--- src/verilog/aluPkg.sv ---
package aluPkg;

  // operand and result width
  localparam int dataWidth = 32;

  // one-hot command word that every slice receives
  localparam int cmdWidth = 8;

  // opcodes in slice command-bit order, so the one-hot word is bit op set
  typedef enum logic [2:0] {
    opAdd  = 3'd0,
    opSub  = 3'd1,
    opXor  = 3'd2,
    opSlt  = 3'd3,
    opAnd  = 3'd4,
    opNand = 3'd5,
    opNor  = 3'd6,
    opOr   = 3'd7
  } aluOp;

  // input queue entries, also the credits upstream holds after reset
  localparam int queueDepth = 4;
  localparam int queuePtrWidth = $clog2(queueDepth);
  localparam int queueCountWidth = $clog2(queueDepth + 1);
  localparam logic [queuePtrWidth-1:0] queueLast = queuePtrWidth'(queueDepth - 1);
  localparam logic [queueCountWidth-1:0] queueFull = queueCountWidth'(queueDepth);

  // downstream buffer slots, the result sender starts with this many credits
  localparam int resCredits = 2;
  localparam int creditWidth = $clog2(resCredits + 1);
  localparam logic [creditWidth-1:0] creditInit = creditWidth'(resCredits);

endpackage
--- src/verilog/aluUnit.sv ---
`timescale 1ns/1ns

module aluUnit (
  input  logic                          clk,
  input  logic                          reset,
  input  logic                          opValid,
  input  aluPkg::aluOp                  opCode,
  input  logic [aluPkg::dataWidth-1:0]  opA,
  input  logic [aluPkg::dataWidth-1:0]  opB,
  input  logic                          resCredit,
  output logic                          opCredit,
  output logic                          resValid,
  output logic [aluPkg::dataWidth-1:0]  resData,
  output logic                          resCarry,
  output logic                          resOverflow,
  output logic                          resZero
);

  logic                         headValid;
  aluPkg::aluOp                 headOp;
  logic [aluPkg::dataWidth-1:0] headA;
  logic [aluPkg::dataWidth-1:0] headB;
  logic                         pop;
  logic [aluPkg::dataWidth-1:0] coreResult;
  logic                         coreCarry;
  logic                         coreOverflow;
  logic                         coreZero;

  opQueue queueInst (
    .clk       (clk),
    .reset     (reset),
    .opValid   (opValid),
    .opCode    (opCode),
    .opA       (opA),
    .opB       (opB),
    .pop       (pop),
    .headValid (headValid),
    .headOp    (headOp),
    .headA     (headA),
    .headB     (headB),
    .opCredit  (opCredit)
  );

  // combinational from the queue head
  aluCore coreInst (
    .op       (headOp),
    .a        (headA),
    .b        (headB),
    .result   (coreResult),
    .carryOut (coreCarry),
    .overflow (coreOverflow),
    .zero     (coreZero)
  );

  resultSender senderInst (
    .clk          (clk),
    .reset        (reset),
    .headValid    (headValid),
    .coreResult   (coreResult),
    .coreCarry    (coreCarry),
    .coreOverflow (coreOverflow),
    .coreZero     (coreZero),
    .resCredit    (resCredit),
    .pop          (pop),
    .resValid     (resValid),
    .resData      (resData),
    .resCarry     (resCarry),
    .resOverflow  (resOverflow),
    .resZero      (resZero)
  );

endmodule

--- src/verilog/resultSender.sv ---
`timescale 1ns/1ns

module resultSender (
  input  logic                          clk,
  input  logic                          reset,
  input  logic                          headValid,
  input  logic [aluPkg::dataWidth-1:0]  coreResult,
  input  logic                          coreCarry,
  input  logic                          coreOverflow,
  input  logic                          coreZero,
  input  logic                          resCredit,
  output logic                          pop,
  output logic                          resValid,
  output logic [aluPkg::dataWidth-1:0]  resData,
  output logic                          resCarry,
  output logic                          resOverflow,
  output logic                          resZero
);

  logic [aluPkg::creditWidth-1:0] creditCount;

  // send whenever there is work and a free downstream slot
  assign pop = headValid && (creditCount != '0);

  always_ff @(posedge clk) begin
    if (reset) begin
      creditCount <= aluPkg::creditInit;
      resValid    <= 1'b0;
    end else begin
      // spend and return can land in the same cycle
      case ({pop, resCredit})
        2'b10:   creditCount <= creditCount - 1'b1;
        2'b01:   creditCount <= creditCount + 1'b1;
        default: creditCount <= creditCount;
      endcase
      resValid <= pop;
    end
  end

  // result fields captured on the pop, valid the next cycle
  always_ff @(posedge clk) begin
    if (pop) begin
      resData     <= coreResult;
      resCarry    <= coreCarry;
      resOverflow <= coreOverflow;
      resZero     <= coreZero;
    end
  end

endmodule

--- src/verilog/opQueue.sv ---
`timescale 1ns/1ns

module opQueue (
  input  logic                          clk,
  input  logic                          reset,
  input  logic                          opValid,
  input  aluPkg::aluOp                  opCode,
  input  logic [aluPkg::dataWidth-1:0]  opA,
  input  logic [aluPkg::dataWidth-1:0]  opB,
  input  logic                          pop,
  output logic                          headValid,
  output aluPkg::aluOp                  headOp,
  output logic [aluPkg::dataWidth-1:0]  headA,
  output logic [aluPkg::dataWidth-1:0]  headB,
  output logic                          opCredit
);

  aluPkg::aluOp                 opMem [aluPkg::queueDepth];
  logic [aluPkg::dataWidth-1:0] aMem  [aluPkg::queueDepth];
  logic [aluPkg::dataWidth-1:0] bMem  [aluPkg::queueDepth];
  logic [aluPkg::queuePtrWidth-1:0]   wrPtr;
  logic [aluPkg::queuePtrWidth-1:0]   rdPtr;
  logic [aluPkg::queueCountWidth-1:0] count;
  logic push;

  // a full queue never takes a write, so no entry gets overwritten
  assign push = opValid && (count != aluPkg::queueFull);

  always_ff @(posedge clk) begin
    if (push) begin
      opMem[wrPtr] <= opCode;
      aMem[wrPtr]  <= opA;
      bMem[wrPtr]  <= opB;
    end
  end

  always_ff @(posedge clk) begin
    if (reset) begin
      wrPtr    <= '0;
      rdPtr    <= '0;
      count    <= '0;
      opCredit <= 1'b0;
    end else begin
      if (push) begin
        wrPtr <= (wrPtr == aluPkg::queueLast) ? '0 : wrPtr + 1'b1;
      end
      if (pop) begin
        rdPtr <= (rdPtr == aluPkg::queueLast) ? '0 : rdPtr + 1'b1;
      end
      case ({push, pop})
        2'b10:   count <= count + 1'b1;
        2'b01:   count <= count - 1'b1;
        default: count <= count;
      endcase
      // one credit back to upstream for each entry freed
      opCredit <= pop;
    end
  end

  // head entry feeds the core directly
  assign headValid = (count != '0);
  assign headOp    = opMem[rdPtr];
  assign headA     = aMem[rdPtr];
  assign headB     = bMem[rdPtr];

endmodule

--- src/verilog/aluCore.sv ---
`timescale 1ns/1ns

module aluCore (
  input  aluPkg::aluOp                  op,
  input  logic [aluPkg::dataWidth-1:0]  a,
  input  logic [aluPkg::dataWidth-1:0]  b,
  output logic [aluPkg::dataWidth-1:0]  result,
  output logic                          carryOut,
  output logic                          overflow,
  output logic                          zero
);

  logic [aluPkg::cmdWidth-1:0]  cmd;
  logic [aluPkg::dataWidth:0]   carry;
  logic [aluPkg::dataWidth-1:0] sliceResult;
  logic [aluPkg::dataWidth-1:0] lessChain;
  logic isAdd;
  logic isSub;
  logic isSlt;
  logic isArith;
  logic signDiffer;
  logic sltBit;

  // opcode to one-hot command
  always_comb begin
    cmd = '0;
    cmd[op] = 1'b1;
  end

  assign isAdd   = cmd[aluPkg::opAdd];
  assign isSub   = cmd[aluPkg::opSub];
  assign isSlt   = cmd[aluPkg::opSlt];
  assign isArith = isAdd | isSub;

  // SUB needs the +1 of two's complement
  // SLT seeds 1 so equal operands end the chain as a >= b
  assign carry[0] = isSub | isSlt;

  for (genvar i = 0; i < aluPkg::dataWidth; i++) begin : gSlice
    bitSlice slice (
      .a        (a[i]),
      .b        (b[i]),
      .carryIn  (carry[i]),
      .cmd      (cmd),
      .result   (sliceResult[i]),
      .carryOut (carry[i+1]),
      .lessOut  (lessChain[i])
    );
  end

  // top of the chain holds unsigned a >= b
  // with opposite signs the negative operand is the smaller one
  assign signDiffer = a[aluPkg::dataWidth-1] ^ b[aluPkg::dataWidth-1];
  assign sltBit = signDiffer ? a[aluPkg::dataWidth-1] : ~lessChain[aluPkg::dataWidth-1];

  assign result = {sliceResult[aluPkg::dataWidth-1:1], sliceResult[0] | (isSlt & sltBit)};

  // carry flag only reported for ADD and SUB, SLT reuses the chain
  assign carryOut = carry[aluPkg::dataWidth] & isArith;

  // signed overflow when carry into and out of the sign bit disagree
  assign overflow = isArith & (carry[aluPkg::dataWidth] ^ carry[aluPkg::dataWidth-1]);

  assign zero = ~|result;

endmodule

--- src/verilog/bitSlice.sv ---
`timescale 1ns/1ns

module bitSlice (
  input  logic                         a,
  input  logic                         b,
  input  logic                         carryIn,
  input  logic [aluPkg::cmdWidth-1:0]  cmd,
  output logic                         result,
  output logic                         carryOut,
  output logic                         lessOut
);

  logic bInv;
  logic halfAdd;
  logic sumAdd;
  logic carryAdd;
  logic halfSub;
  logic sumSub;
  logic carrySub;
  logic [aluPkg::cmdWidth-1:0] results;
  logic [aluPkg::cmdWidth-1:0] carries;

  assign bInv = ~b;

  // full adder for ADD
  assign halfAdd  = a ^ b;
  assign sumAdd   = halfAdd ^ carryIn;
  assign carryAdd = (a & b) | (halfAdd & carryIn);

  // same adder on inverted b, the core seeds the chain with 1 for SUB
  assign halfSub  = a ^ bInv;
  assign sumSub   = halfSub ^ carryIn;
  assign carrySub = (a & bInv) | (halfSub & carryIn);

  // compare stage
  // a above b at this bit wins, equal bits pass the lower verdict up
  assign lessOut = (a & bInv) | (~halfAdd & carryIn);

  // candidates in command-bit order, SLT bit stays 0 here
  assign results = {
    a | b,
    ~(a | b),
    ~(a & b),
    a & b,
    1'b0,
    halfAdd,
    sumSub,
    sumAdd
  };

  // only the arithmetic ops and the compare chain carry anything upward
  assign carries = {4'b0000, lessOut, 1'b0, carrySub, carryAdd};

  // and-or select with the one-hot command
  assign result   = |(results & cmd);
  assign carryOut = |(carries & cmd);

endmodule

--- config.mk ---
export PLATFORM = sky130hd
export DESIGN_NAME = aluUnit
export DESIGN_NICKNAME = d
export VERILOG_FILES = /design/src/verilog/aluPkg.sv /design/src/verilog/aluUnit.sv /design/src/verilog/resultSender.sv /design/src/verilog/opQueue.sv /design/src/verilog/aluCore.sv /design/src/verilog/bitSlice.sv
export SDC_FILE = /design/constraint.sdc
export NUM_CORES = 1
export LEC_CHECK = 0
export BUFFER_PORTS_ARGS = -buffer_cell sky130_fd_sc_hd__buf_2
export CAP_MARGIN = 20
export CORE_MARGIN = 5
export CORE_UTILIZATION = 57
export CTS_BUF_LIST = sky130_fd_sc_hd__clkbuf_4 sky130_fd_sc_hd__clkbuf_8
export CTS_CLUSTER_DIAMETER = 60
export DETAILED_ROUTE_END_ITERATION = 16
export PLACE_DENSITY = 0.76
export SYNTH_ARGS = -nofsm -noshare
export SYNTH_HDL_FRONTEND = slang
export SYNTH_SLANG_ARGS = --single-unit
--- constraint.sdc ---
create_clock -name clk -period 24.6 [get_ports clk]
set_clock_uncertainty 0.1 [all_clocks]
set_input_delay 2.46 -clock clk [delete_from_list [all_inputs] [get_ports clk]]
set_output_delay 2.46 -clock clk [all_outputs]
set_load 0.01 [all_outputs]
## Word level (Yosys, flattened, before mapping)

Memories as Yosys holds them, arrays and structs flattened. A register that Yosys moved wholly into a read port is not among the register bits.
Cells that the tools add are included.
W data, S select, Z words.

- Flip-flop bits (word level): 45
- Bits in writable memories: 268
- Output and inout bits: 37
- Memories kept: 3

Memories:

| memory | words | bits a word | rd ports | clocked after Yosys merged registers in | write ports | RTL line | source |
|---|---|---|---|---|---|---|---|
| queueInst.aMem | 4 | 32 | 1 | 1 | 1 | opQueue.sv:19 | `logic [aluPkg::dataWidth-1:0] aMem [aluPkg::queueDepth];` |
| queueInst.bMem | 4 | 32 | 1 | 1 | 1 | opQueue.sv:20 | `logic [aluPkg::dataWidth-1:0] bMem [aluPkg::queueDepth];` |
| queueInst.opMem | 4 | 3 | 1 | 1 | 1 | opQueue.sv:18 | `aluPkg::aluOp opMem [aluPkg::queueDepth];` |

- $add $sub $neg: 6
- Order comparisons: 2
- Equality and inequality tests: 7
- Mux-type cells: 15
- Bitwise logic cells: 616
- Reductions and logical operators: 73

Operator list:

| operator | count |
|---|---|
| $reduce_or A8 Y1 | 64 |
| $and A4 B8 Y8 | 32 |
| $and A8 B8 Y8 | 32 |
| $reduce_or A249 Y1 | 1 |
| $and A1 B1 Y1 | 163 |
| $or A1 B1 Y1 | 131 |
| $not A1 Y1 | 129 |
| $xor A1 B1 Y1 | 129 |
| $mux W2 | 8 |
| $eq A2 B2 Y1 const B | 4 |
| $add A2 B1 Y2 const B | 3 |
| $pmux W3 S2 | 1 |
| $reduce_bool A2 Y1 | 3 |
| $eq A2 B1 Y1 const B | 2 |
| $lt A3 B4 Y1 const B | 1 |
| $mux W1 | 4 |
| $pmux W2 S2 | 1 |
| $add A3 B1 Y3 const B | 1 |
| $demux W1 S3 | 1 |
| $ge A3 B1 Y1 const B | 1 |
| $logic_and A1 B1 Y1 | 3 |
| $ne A3 B3 Y1 const B | 1 |
| $reduce_bool A3 Y1 | 1 |
| $sub A3 B1 Y3 const B | 1 |
| 2 further kinds | 2 |

## Depth between registers and ports, before layout

Gate-level depths: netlist (run 1).

- Word-level depth: 137
- Mapped depth: 75

## By module

Synthesis (run 1) repeated with hierarchy kept, for this count alone.

- Cells, all modules: 1024
- Area, all modules: 16114.2 µm²

By module, submodules not included:

| module | instances | cells each | area each (µm²) | seq. area each (µm²) |
|---|---|---|---|---|
| opQueue | 1 | 403 | 10202.3 | 8247.9 |
| bitSlice | 32 | 16 | 133.9 | 0.0 |
| resultSender | 1 | 48 | 1176.1 | 1111.1 |
| aluCore | 1 | 61 | 451.7 | 0.0 |

## Worst setup path before layout (run 1)

OpenSTA, ideal clock, no wires.

- Kind: register to register
- From: register with a tool-made name
- To: register senderInst.resZero, data pin
- Arrival: 23166 ps
- Data required time: 24366 ps
- Path slack: 1200 ps
- Stages on the path, launching flop included: 72
- Path buffers: 3
- Cell sequence: dfxtp_1 buf_6 clkbuf_1 buf_1 mux4_2 fa_1 o22a_1 fa_1 o22a_1 fa_1 o22a_1 fa_1 o22a_1 fa_1 o22a_1 fa_1 o22a_1 fa_1 [... 36 more ...] o22a_1 fa_1 o22a_1 fa_1 o22a_1 fa_1 o22a_1 fa_1 o22a_1 fa_1 o22a_1 fa_1 mux2i_1 o2bb2ai_1 a211o_1 nor4_1 nor4bb_1 and4_1

RTL lines:

| item | RTL line | source |
|---|---|---|
| end signal: assignment | resultSender.sv:46 | `resZero <= coreZero;` |
| end: declaration | resultSender.sv:17 | `output logic resZero` |

==> out/results.ini, run 1 <==
[run_status]
status = completed

[setup_path]
critPathLaunchType = flop
r2r_cells = 72
reg2reg_slack_ps = 960
critPathMaxFanout = 4
cpMaxStageDelayCell = fa_1
crit_path_max_incr_delay_ps = 550
cp_common_cell = fa_1
cp.required_ps = 24920
worstSetupEndpointType = flop
r2r-end = senderInst.resZero
path_class = flop to flop
arrival_ps = 23960

[cts]
cts.sinks = 315
clkLatencyLatePin_ps = 550
clk_pin_slew_ps = 70
cts_buffers = 48
clockBufferDepth = 3
root_buffer = clkbuf_8
cts_tree = built
htree_num_levels = 2

[final_layout]
final_common_cell = edfxtp_1
nNetsFinal = 1307
regArea_um2 = 9350
layout-drive-gt1-share = 0.270
fillCellCount = 1977
final_util = 0.642
multiInputGateArea_um2 = 5950
area_growth_pct = 12.1
finalNonFillerCells = 1509
final_cell_mix = edfxtp_1 (303), buf_2 (107), inv_1 (87), ha_1 (71), mux4_2 (67)

[detailed_routing]
route.vias.total = 8779
wl_per_cell_um = 22.0
drt-met1-wl_mm = 13.9
wl_met2_mm = 16.1
drcViolationCount = 0
drt_iter0_markers = 717
dr.pass1.iters = 5
wl_mm = 33.2
ant_nets = 0
viasPerCell = 5.82
routed-wl-met3_mm = 2.34
routed.top_layer = met5

[sta]
tns_ps = 0
tightest_slew_ps = 1150
setup_viol_count_final = 0
fin_crit_sh = 0.961
final_max_slew_viol_count = 0
slew_headroom = 0.232
fmax_ghz = 0.0423
finalHoldViolations = 0
min_period_ps = 23640
setup_slack_ps = 962

[hold_path]
hp-class = flop to flop
holdCritStartpoint = queueInst.rdPtr[1]
hold_path_depth = 2

[placement]
dp.cells = 1423
port_buffers = 107
gp_congestion = 0.923
dpl.hpwl_mm = 22.2
post-place-ws_ps = 445

[power_and_ir_drop]
clkPwrFrac = 0.187
power_frac_comb = 0.477
p_leak_nw = 6.52
internal-power_mw = 1.32
cellPowerDensity_nw_per_um2 = 122
vdd_drop_max_uv = 53.4
p_switching_uw = 841
seq_power_share = 0.336
power.total_mw = 2.17
p_sw_frac = 0.388

[die]
coreArea_um2 = 27600
start_util = 0.573
die_y_um = 176
io_pins = 108
die_x_um = 176
fp-row-count = 61
die-area_um2 = 31100

[global_routing]
grt_pass1_wl_mm = 52.2
grt_pass1_vias = 9224
grt_util_all_layers = 0.218
grt-ovfl-total = 0
antenna_found_initial = 4
grt_max_degree = 68

[logic_synthesis]
ys_warn_count = 0
async_flop_share = 0
synth-seq-cells = 315
ys_top_cells_by_area = edfxtp_1 (58%), mux4_2 (9.6%), fa_1 (8.4%)
yosys.area.top_type_share = 0.576
yosysTopAreaCell = edfxtp_1
netlist_instances = 969
syn_avg_cell_area_um2 = 16.3
synth.yosys.seq_area_share = 0.591
synthFlopType = edfxtp_1
synth.distinct_cells = 57
syn_nets = 1177
synth_enable_flop_cells = 303
netlist_area_um2 = 15800

[flow_run]
drv_cap = 0

power groups by stage:
stage | Sequential (mW) | Clock (mW) | Combinational [mW]
2_1_floorplan | 0.746 | 0 | 0.714
3_3_place_gp | 0.741 | 0 | 0.985
3_5_place_dp | 0.743 | 0 | 1.01
4_1_cts | 0.732 | 0.416 | 1.02
5_1_grt | 0.734 | 0.443 | 1.15
6_report | 0.728 | 0.406 | 1.03
worst max path at each step:
stage                                from                 end  cells past startpoint
floorplan                            flop  senderInst.resZero                     71
global placement                     flop  senderInst.resZero                     72
detailed placement                   flop  senderInst.resZero                     72
CTS                                  flop  senderInst.resZero                     72
global route        queueInst.opMem[3][2]  senderInst.resZero                     72
finish                               flop  senderInst.resZero                     72
worst max-delay path: cells and delay by family, from the launching register on:
kind | cells | cell delay [ps]
AO/OA/AOI/OAI | 33 | 8700
flip-flops | 1 | 370
buffers and inverters | 1 | 90
adder cells (fa/ha/maj) | 32 | 12900
multiplexers | 2 | 590
AND/OR/NAND/NOR | 4 | 730
flip-flops by register name (all words and copies together) (netlist names), named ones only:
register                flops
queueInst.wrPtr             2
senderInst.resCarry         1
senderInst.resOverflow      1
senderInst.resValid         1
senderInst.resData         32
queueInst.opMem            12
queueInst.aMem            128
senderInst.resZero          1
queueInst.count             3
queueInst.rdPtr             2
senderInst.creditCount      2
queueInst.bMem            128
repair_timing:
| action | CTS | global route |
|---|---|---|
| setup buffers | 0 | 4 |
| hold buffers | 0 | 0 |
| endpoints found under the setup margin | 0 | 2 |
| resized for setup | 0 | 16 |
| endpoints found under the hold margin | 0 | 0 |
final cells by class:
class / instances / area share
sequential: 315 / 0.528
antenna: 1 / 0.000141
clock inverter: 16 / 0.00559
timing repair buffer: 128 / 0.0392
tap: 378 / 0.0267
inverter: 89 / 0.0189
multi-input combinational: 517 / 0.336
clock buffer: 65 / 0.0452
per-layer routing:
metal	up-vias	GRT usage
met4	6	0.0600
met5	-	0
met2	284	0.356
met1	4468	0.304
met3	72	0.0473
li1	3949	-
logic make-up after synthesis:
| logic type | share of synthesized area |
|---|---|
| buf+inv | 0.0344 |
| fa+ha+maj | 0.140 |
| simple gates | 0.0359 |
| compound gates | 0.0637 |
| mux | 0.130 |
| xor+xnor | 0.00499 |
| flops | 0.591 |
synth_stat cells (all sizes together), types with 5 or more instances:
master / instances
o21ai: 18
o22ai: 11
a21oi: 20
nor2: 23
nand2: 34
buf: 26
o211ai: 8
a221oi: 9
a32oi: 5
edfxtp: 303
and3: 9
mux4: 67
nor3: 12
dfxtp: 12
fa: 66
o22a: 31
inv: 89
a211o: 9
nand2b: 7
xor2: 5
ha: 71
mux2: 6
mux2i: 47
clkbuf: 22
nor2b: 7
through the flow:
step	hold slack [ps]	cell area [um^2]
after floorplan	354	15800
after detailed placement	376	16700
after global placement	360	16700
after global routing	418	17700
final	390	17700
after CTS	386	17600
No activity file was read; power rests on OpenSTA's default activity.
==> inputs of run 2 (changes only) <==
--- a/config.mk
+++ b/config.mk
@@ -8,11 +8,11 @@
 export BUFFER_PORTS_ARGS = -buffer_cell sky130_fd_sc_hd__buf_2
 export CAP_MARGIN = 20
 export CORE_MARGIN = 5
-export CORE_UTILIZATION = 57
+export CORE_UTILIZATION = 59
 export CTS_BUF_LIST = sky130_fd_sc_hd__clkbuf_4 sky130_fd_sc_hd__clkbuf_8
 export CTS_CLUSTER_DIAMETER = 60
 export DETAILED_ROUTE_END_ITERATION = 16
-export PLACE_DENSITY = 0.76
+export PLACE_DENSITY = 0.75
 export SYNTH_ARGS = -nofsm -noshare
 export SYNTH_HDL_FRONTEND = slang
 export SYNTH_SLANG_ARGS = --single-unit
==> constraint.sdc (replaced) <==
create_clock -name clk -period 22.3 [get_ports clk]
set_clock_uncertainty 0.1 [all_clocks]
set_input_delay 2.23 -clock clk [delete_from_list [all_inputs] [get_ports clk]]
set_output_delay 2.23 -clock clk [all_outputs]
set_load 0.01 [all_outputs]
==> out/results.ini, run 2 (synthesis gave the netlist of run 1 again) <==
[cts]
clockBufferDepth = 3  ; unchanged
htree_num_levels = 2  ; unchanged
cts.sinks = 315  ; unchanged
root_buffer = clkbuf_8
cts_buffers = 49  ; +2.1%
clkLatencyLatePin_ps = 570  ; +20 ps
cts_hold_buffers = 0  ; unchanged
clk_pin_slew_ps = 70  ; about the same
cts_tree = built

[placement]
dpl.hpwl_mm = 22.4  ; +0.92%
dp.cells = 1403  ; -1.4%
gp_congestion = 0.877  ; -4.9%
post-place-ws_ps = -748  ; -1190 ps
port_buffers = 107  ; unchanged

[sta]
whs_ps = 379  ; -10.8 ps
fin_crit_sh = 0.976  ; +0.0152
setup_slack_ps = 532  ; -430 ps
tightest_slew_ps = 1050  ; -96.7 ps
tns_ps = 0  ; unchanged
finalHoldViolations = 0  ; unchanged
min_period_ps = 21770  ; -1870 ps
fmax_ghz = 0.0459  ; +8.6%
final_max_slew_viol_count = 0  ; unchanged
slew_headroom = 0.296  ; +0.0646
setup_viol_count_final = 0  ; unchanged

[setup_path]
r2r_start = queueInst.opMem[3][2]
cp_num_buf_inv = 1  ; unchanged
crit_family = adder cells
crit_path_max_incr_delay_ps = 500  ; -50 ps
path_class = flop to flop
worstSetupEndpointType = flop
cp.required_ps = 22640  ; -2280 ps
cpMaxStageDelayCell = mux4_2
critPathMaxFanout = 3  ; -1
critPathLaunchType = flop
arrival_ps = 22110  ; -1850 ps
critPathLaunch = queueInst.opMem[3][2]
cp_common_cell = fa_2

[detailed_routing]
wl_per_cell_um = 22.6  ; +2.9%
ant_nets = 0  ; unchanged
wl_mm = 33.9  ; +2.3%
drt_iter0_markers = 686  ; -4.3%
viasPerCell = 5.97  ; +2.6%
route.vias.total = 8945  ; +1.9%
drcViolationCount = 0  ; unchanged
dr.pass1.iters = 5  ; unchanged

[die]
die_y_um = 174  ; -1.6%
die_x_um = 174  ; -1.6%
coreArea_um2 = 26200  ; -4.9%
die-area_um2 = 30100  ; -3.2%
fp-row-count = 59  ; -3.3%
io_pins = 108  ; unchanged
start_util = 0.603  ; +0.0294

[final_layout]
final_common_cell = edfxtp_1
multiInputGateArea_um2 = 6280  ; +5.5%
fillCellCount = 1686  ; -15%
layout-drive-gt1-share = 0.343  ; +0.0735
nNetsFinal = 1329  ; +1.7%
finalNonFillerCells = 1499  ; -0.66%
area_growth_pct = 15.8
final_cell_mix = edfxtp_1 (303), buf_2 (107), inv_1 (88), ha_1 (71), mux4_2 (67)
top_regs = queueInst.aMem: 128 flops, queueInst.bMem: 128 flops, senderInst.resData: 32 flops
regArea_um2 = 9350  ; unchanged

[flow_run]
drv_cap = 0  ; unchanged

[power_and_ir_drop]
cellPowerDensity_nw_per_um2 = 139  ; +14%
power.total_mw = 2.55  ; +18%
p_leak_nw = 6.69  ; +2.6%
vdd_drop_max_uv = 92.7  ; +74%

[global_routing]
grt-ovfl-total = 0  ; unchanged
grt_pass1_wl_mm = 52.9  ; +1.5%
grt_util_all_layers = 0.226  ; +0.00762
grt_pass1_vias = 9625  ; +4.3%
grt_max_degree = 68  ; unchanged
antenna_found_initial = 1  ; -3

[hold_path]
hp-class = flop to flop
holdCritStartpoint = queueInst.rdPtr[1]

[run_status]
status = completed

-- run 2: changes by cell type in the layout (fill, tap and decap cells not counted), sizes merged --
cell	before	now
buf	128	149
bufinv	1	4
clkbuf	65	68
clkinv	15	19
clkinvlp	0	1
diode	1	2
-- run 2: cell type report --
type                            count  area share
Sequential cell                   315       0.511
Multi-Input combinational cell    517       0.343
Timing Repair Buffer              149      0.0465
Clock buffer                       68      0.0464
Tap cell                          335      0.0229
Inverter                           89      0.0184
Clock inverter                     24      0.0114
Antenna cell                        2    0.000274
-- run 2: where the power goes --
part | total, mW | internal [mW] | switching, mW | leakage [nW]
Sequential | 0.802 | 0.774 | 0.0282 | 2.90
Combinational | 1.24 | 0.502 | 0.741 | 3.24
Clock | 0.505 | 0.293 | 0.212 | 0.556
Total | 2.55 | 1.57 | 0.981 | 6.69
-- run 2: repair_timing --
action	CTS	global route
setup buffers	1	1
endpoints found under the setup margin	5	5
pin swaps	21	30
gates resized for setup	32	51
-- run 2: per-layer routing --
| layer | track usage | vias to the layer above | wire (um) | share of wire |
|---|---|---|---|---|
| met5 | 0 | - | 0 | 0 |
| met4 | 0.0719 | 0 | 774 | 0.023 |
| met3 | 0.0541 | 50 | 2570 | 0.076 |
| met2 | 0.361 | 364 | 16400 | 0.48 |
| met1 | 0.313 | 4526 | 14200 | 0.42 |
| li1 | - | 4005 | - | - |
-- run 2: worst paths after layout --
kind | endpoint | cells after the start | slack (ps)
max | senderInst.resZero | 72 | 530
min | flop | 2 | 380
max reg2reg | senderInst.resZero | 72 | 530
min reg2reg | flop | 2 | 380
-- run 2: metrics by stage --
step | util | cell area [um^2]
global route | 0.698 | 18300
floorplan | - | 15900
detailed placement | 0.645 | 16900
global placement | 0.645 | 16900
CTS | 0.690 | 18100
finish | 0.698 | 18300
-- run 2: tightest hold or removal path, stage by stage, from the launching register on --
cell	delay [ps]
dfxtp_1	310
nand2_1	50
a21oi_1	70
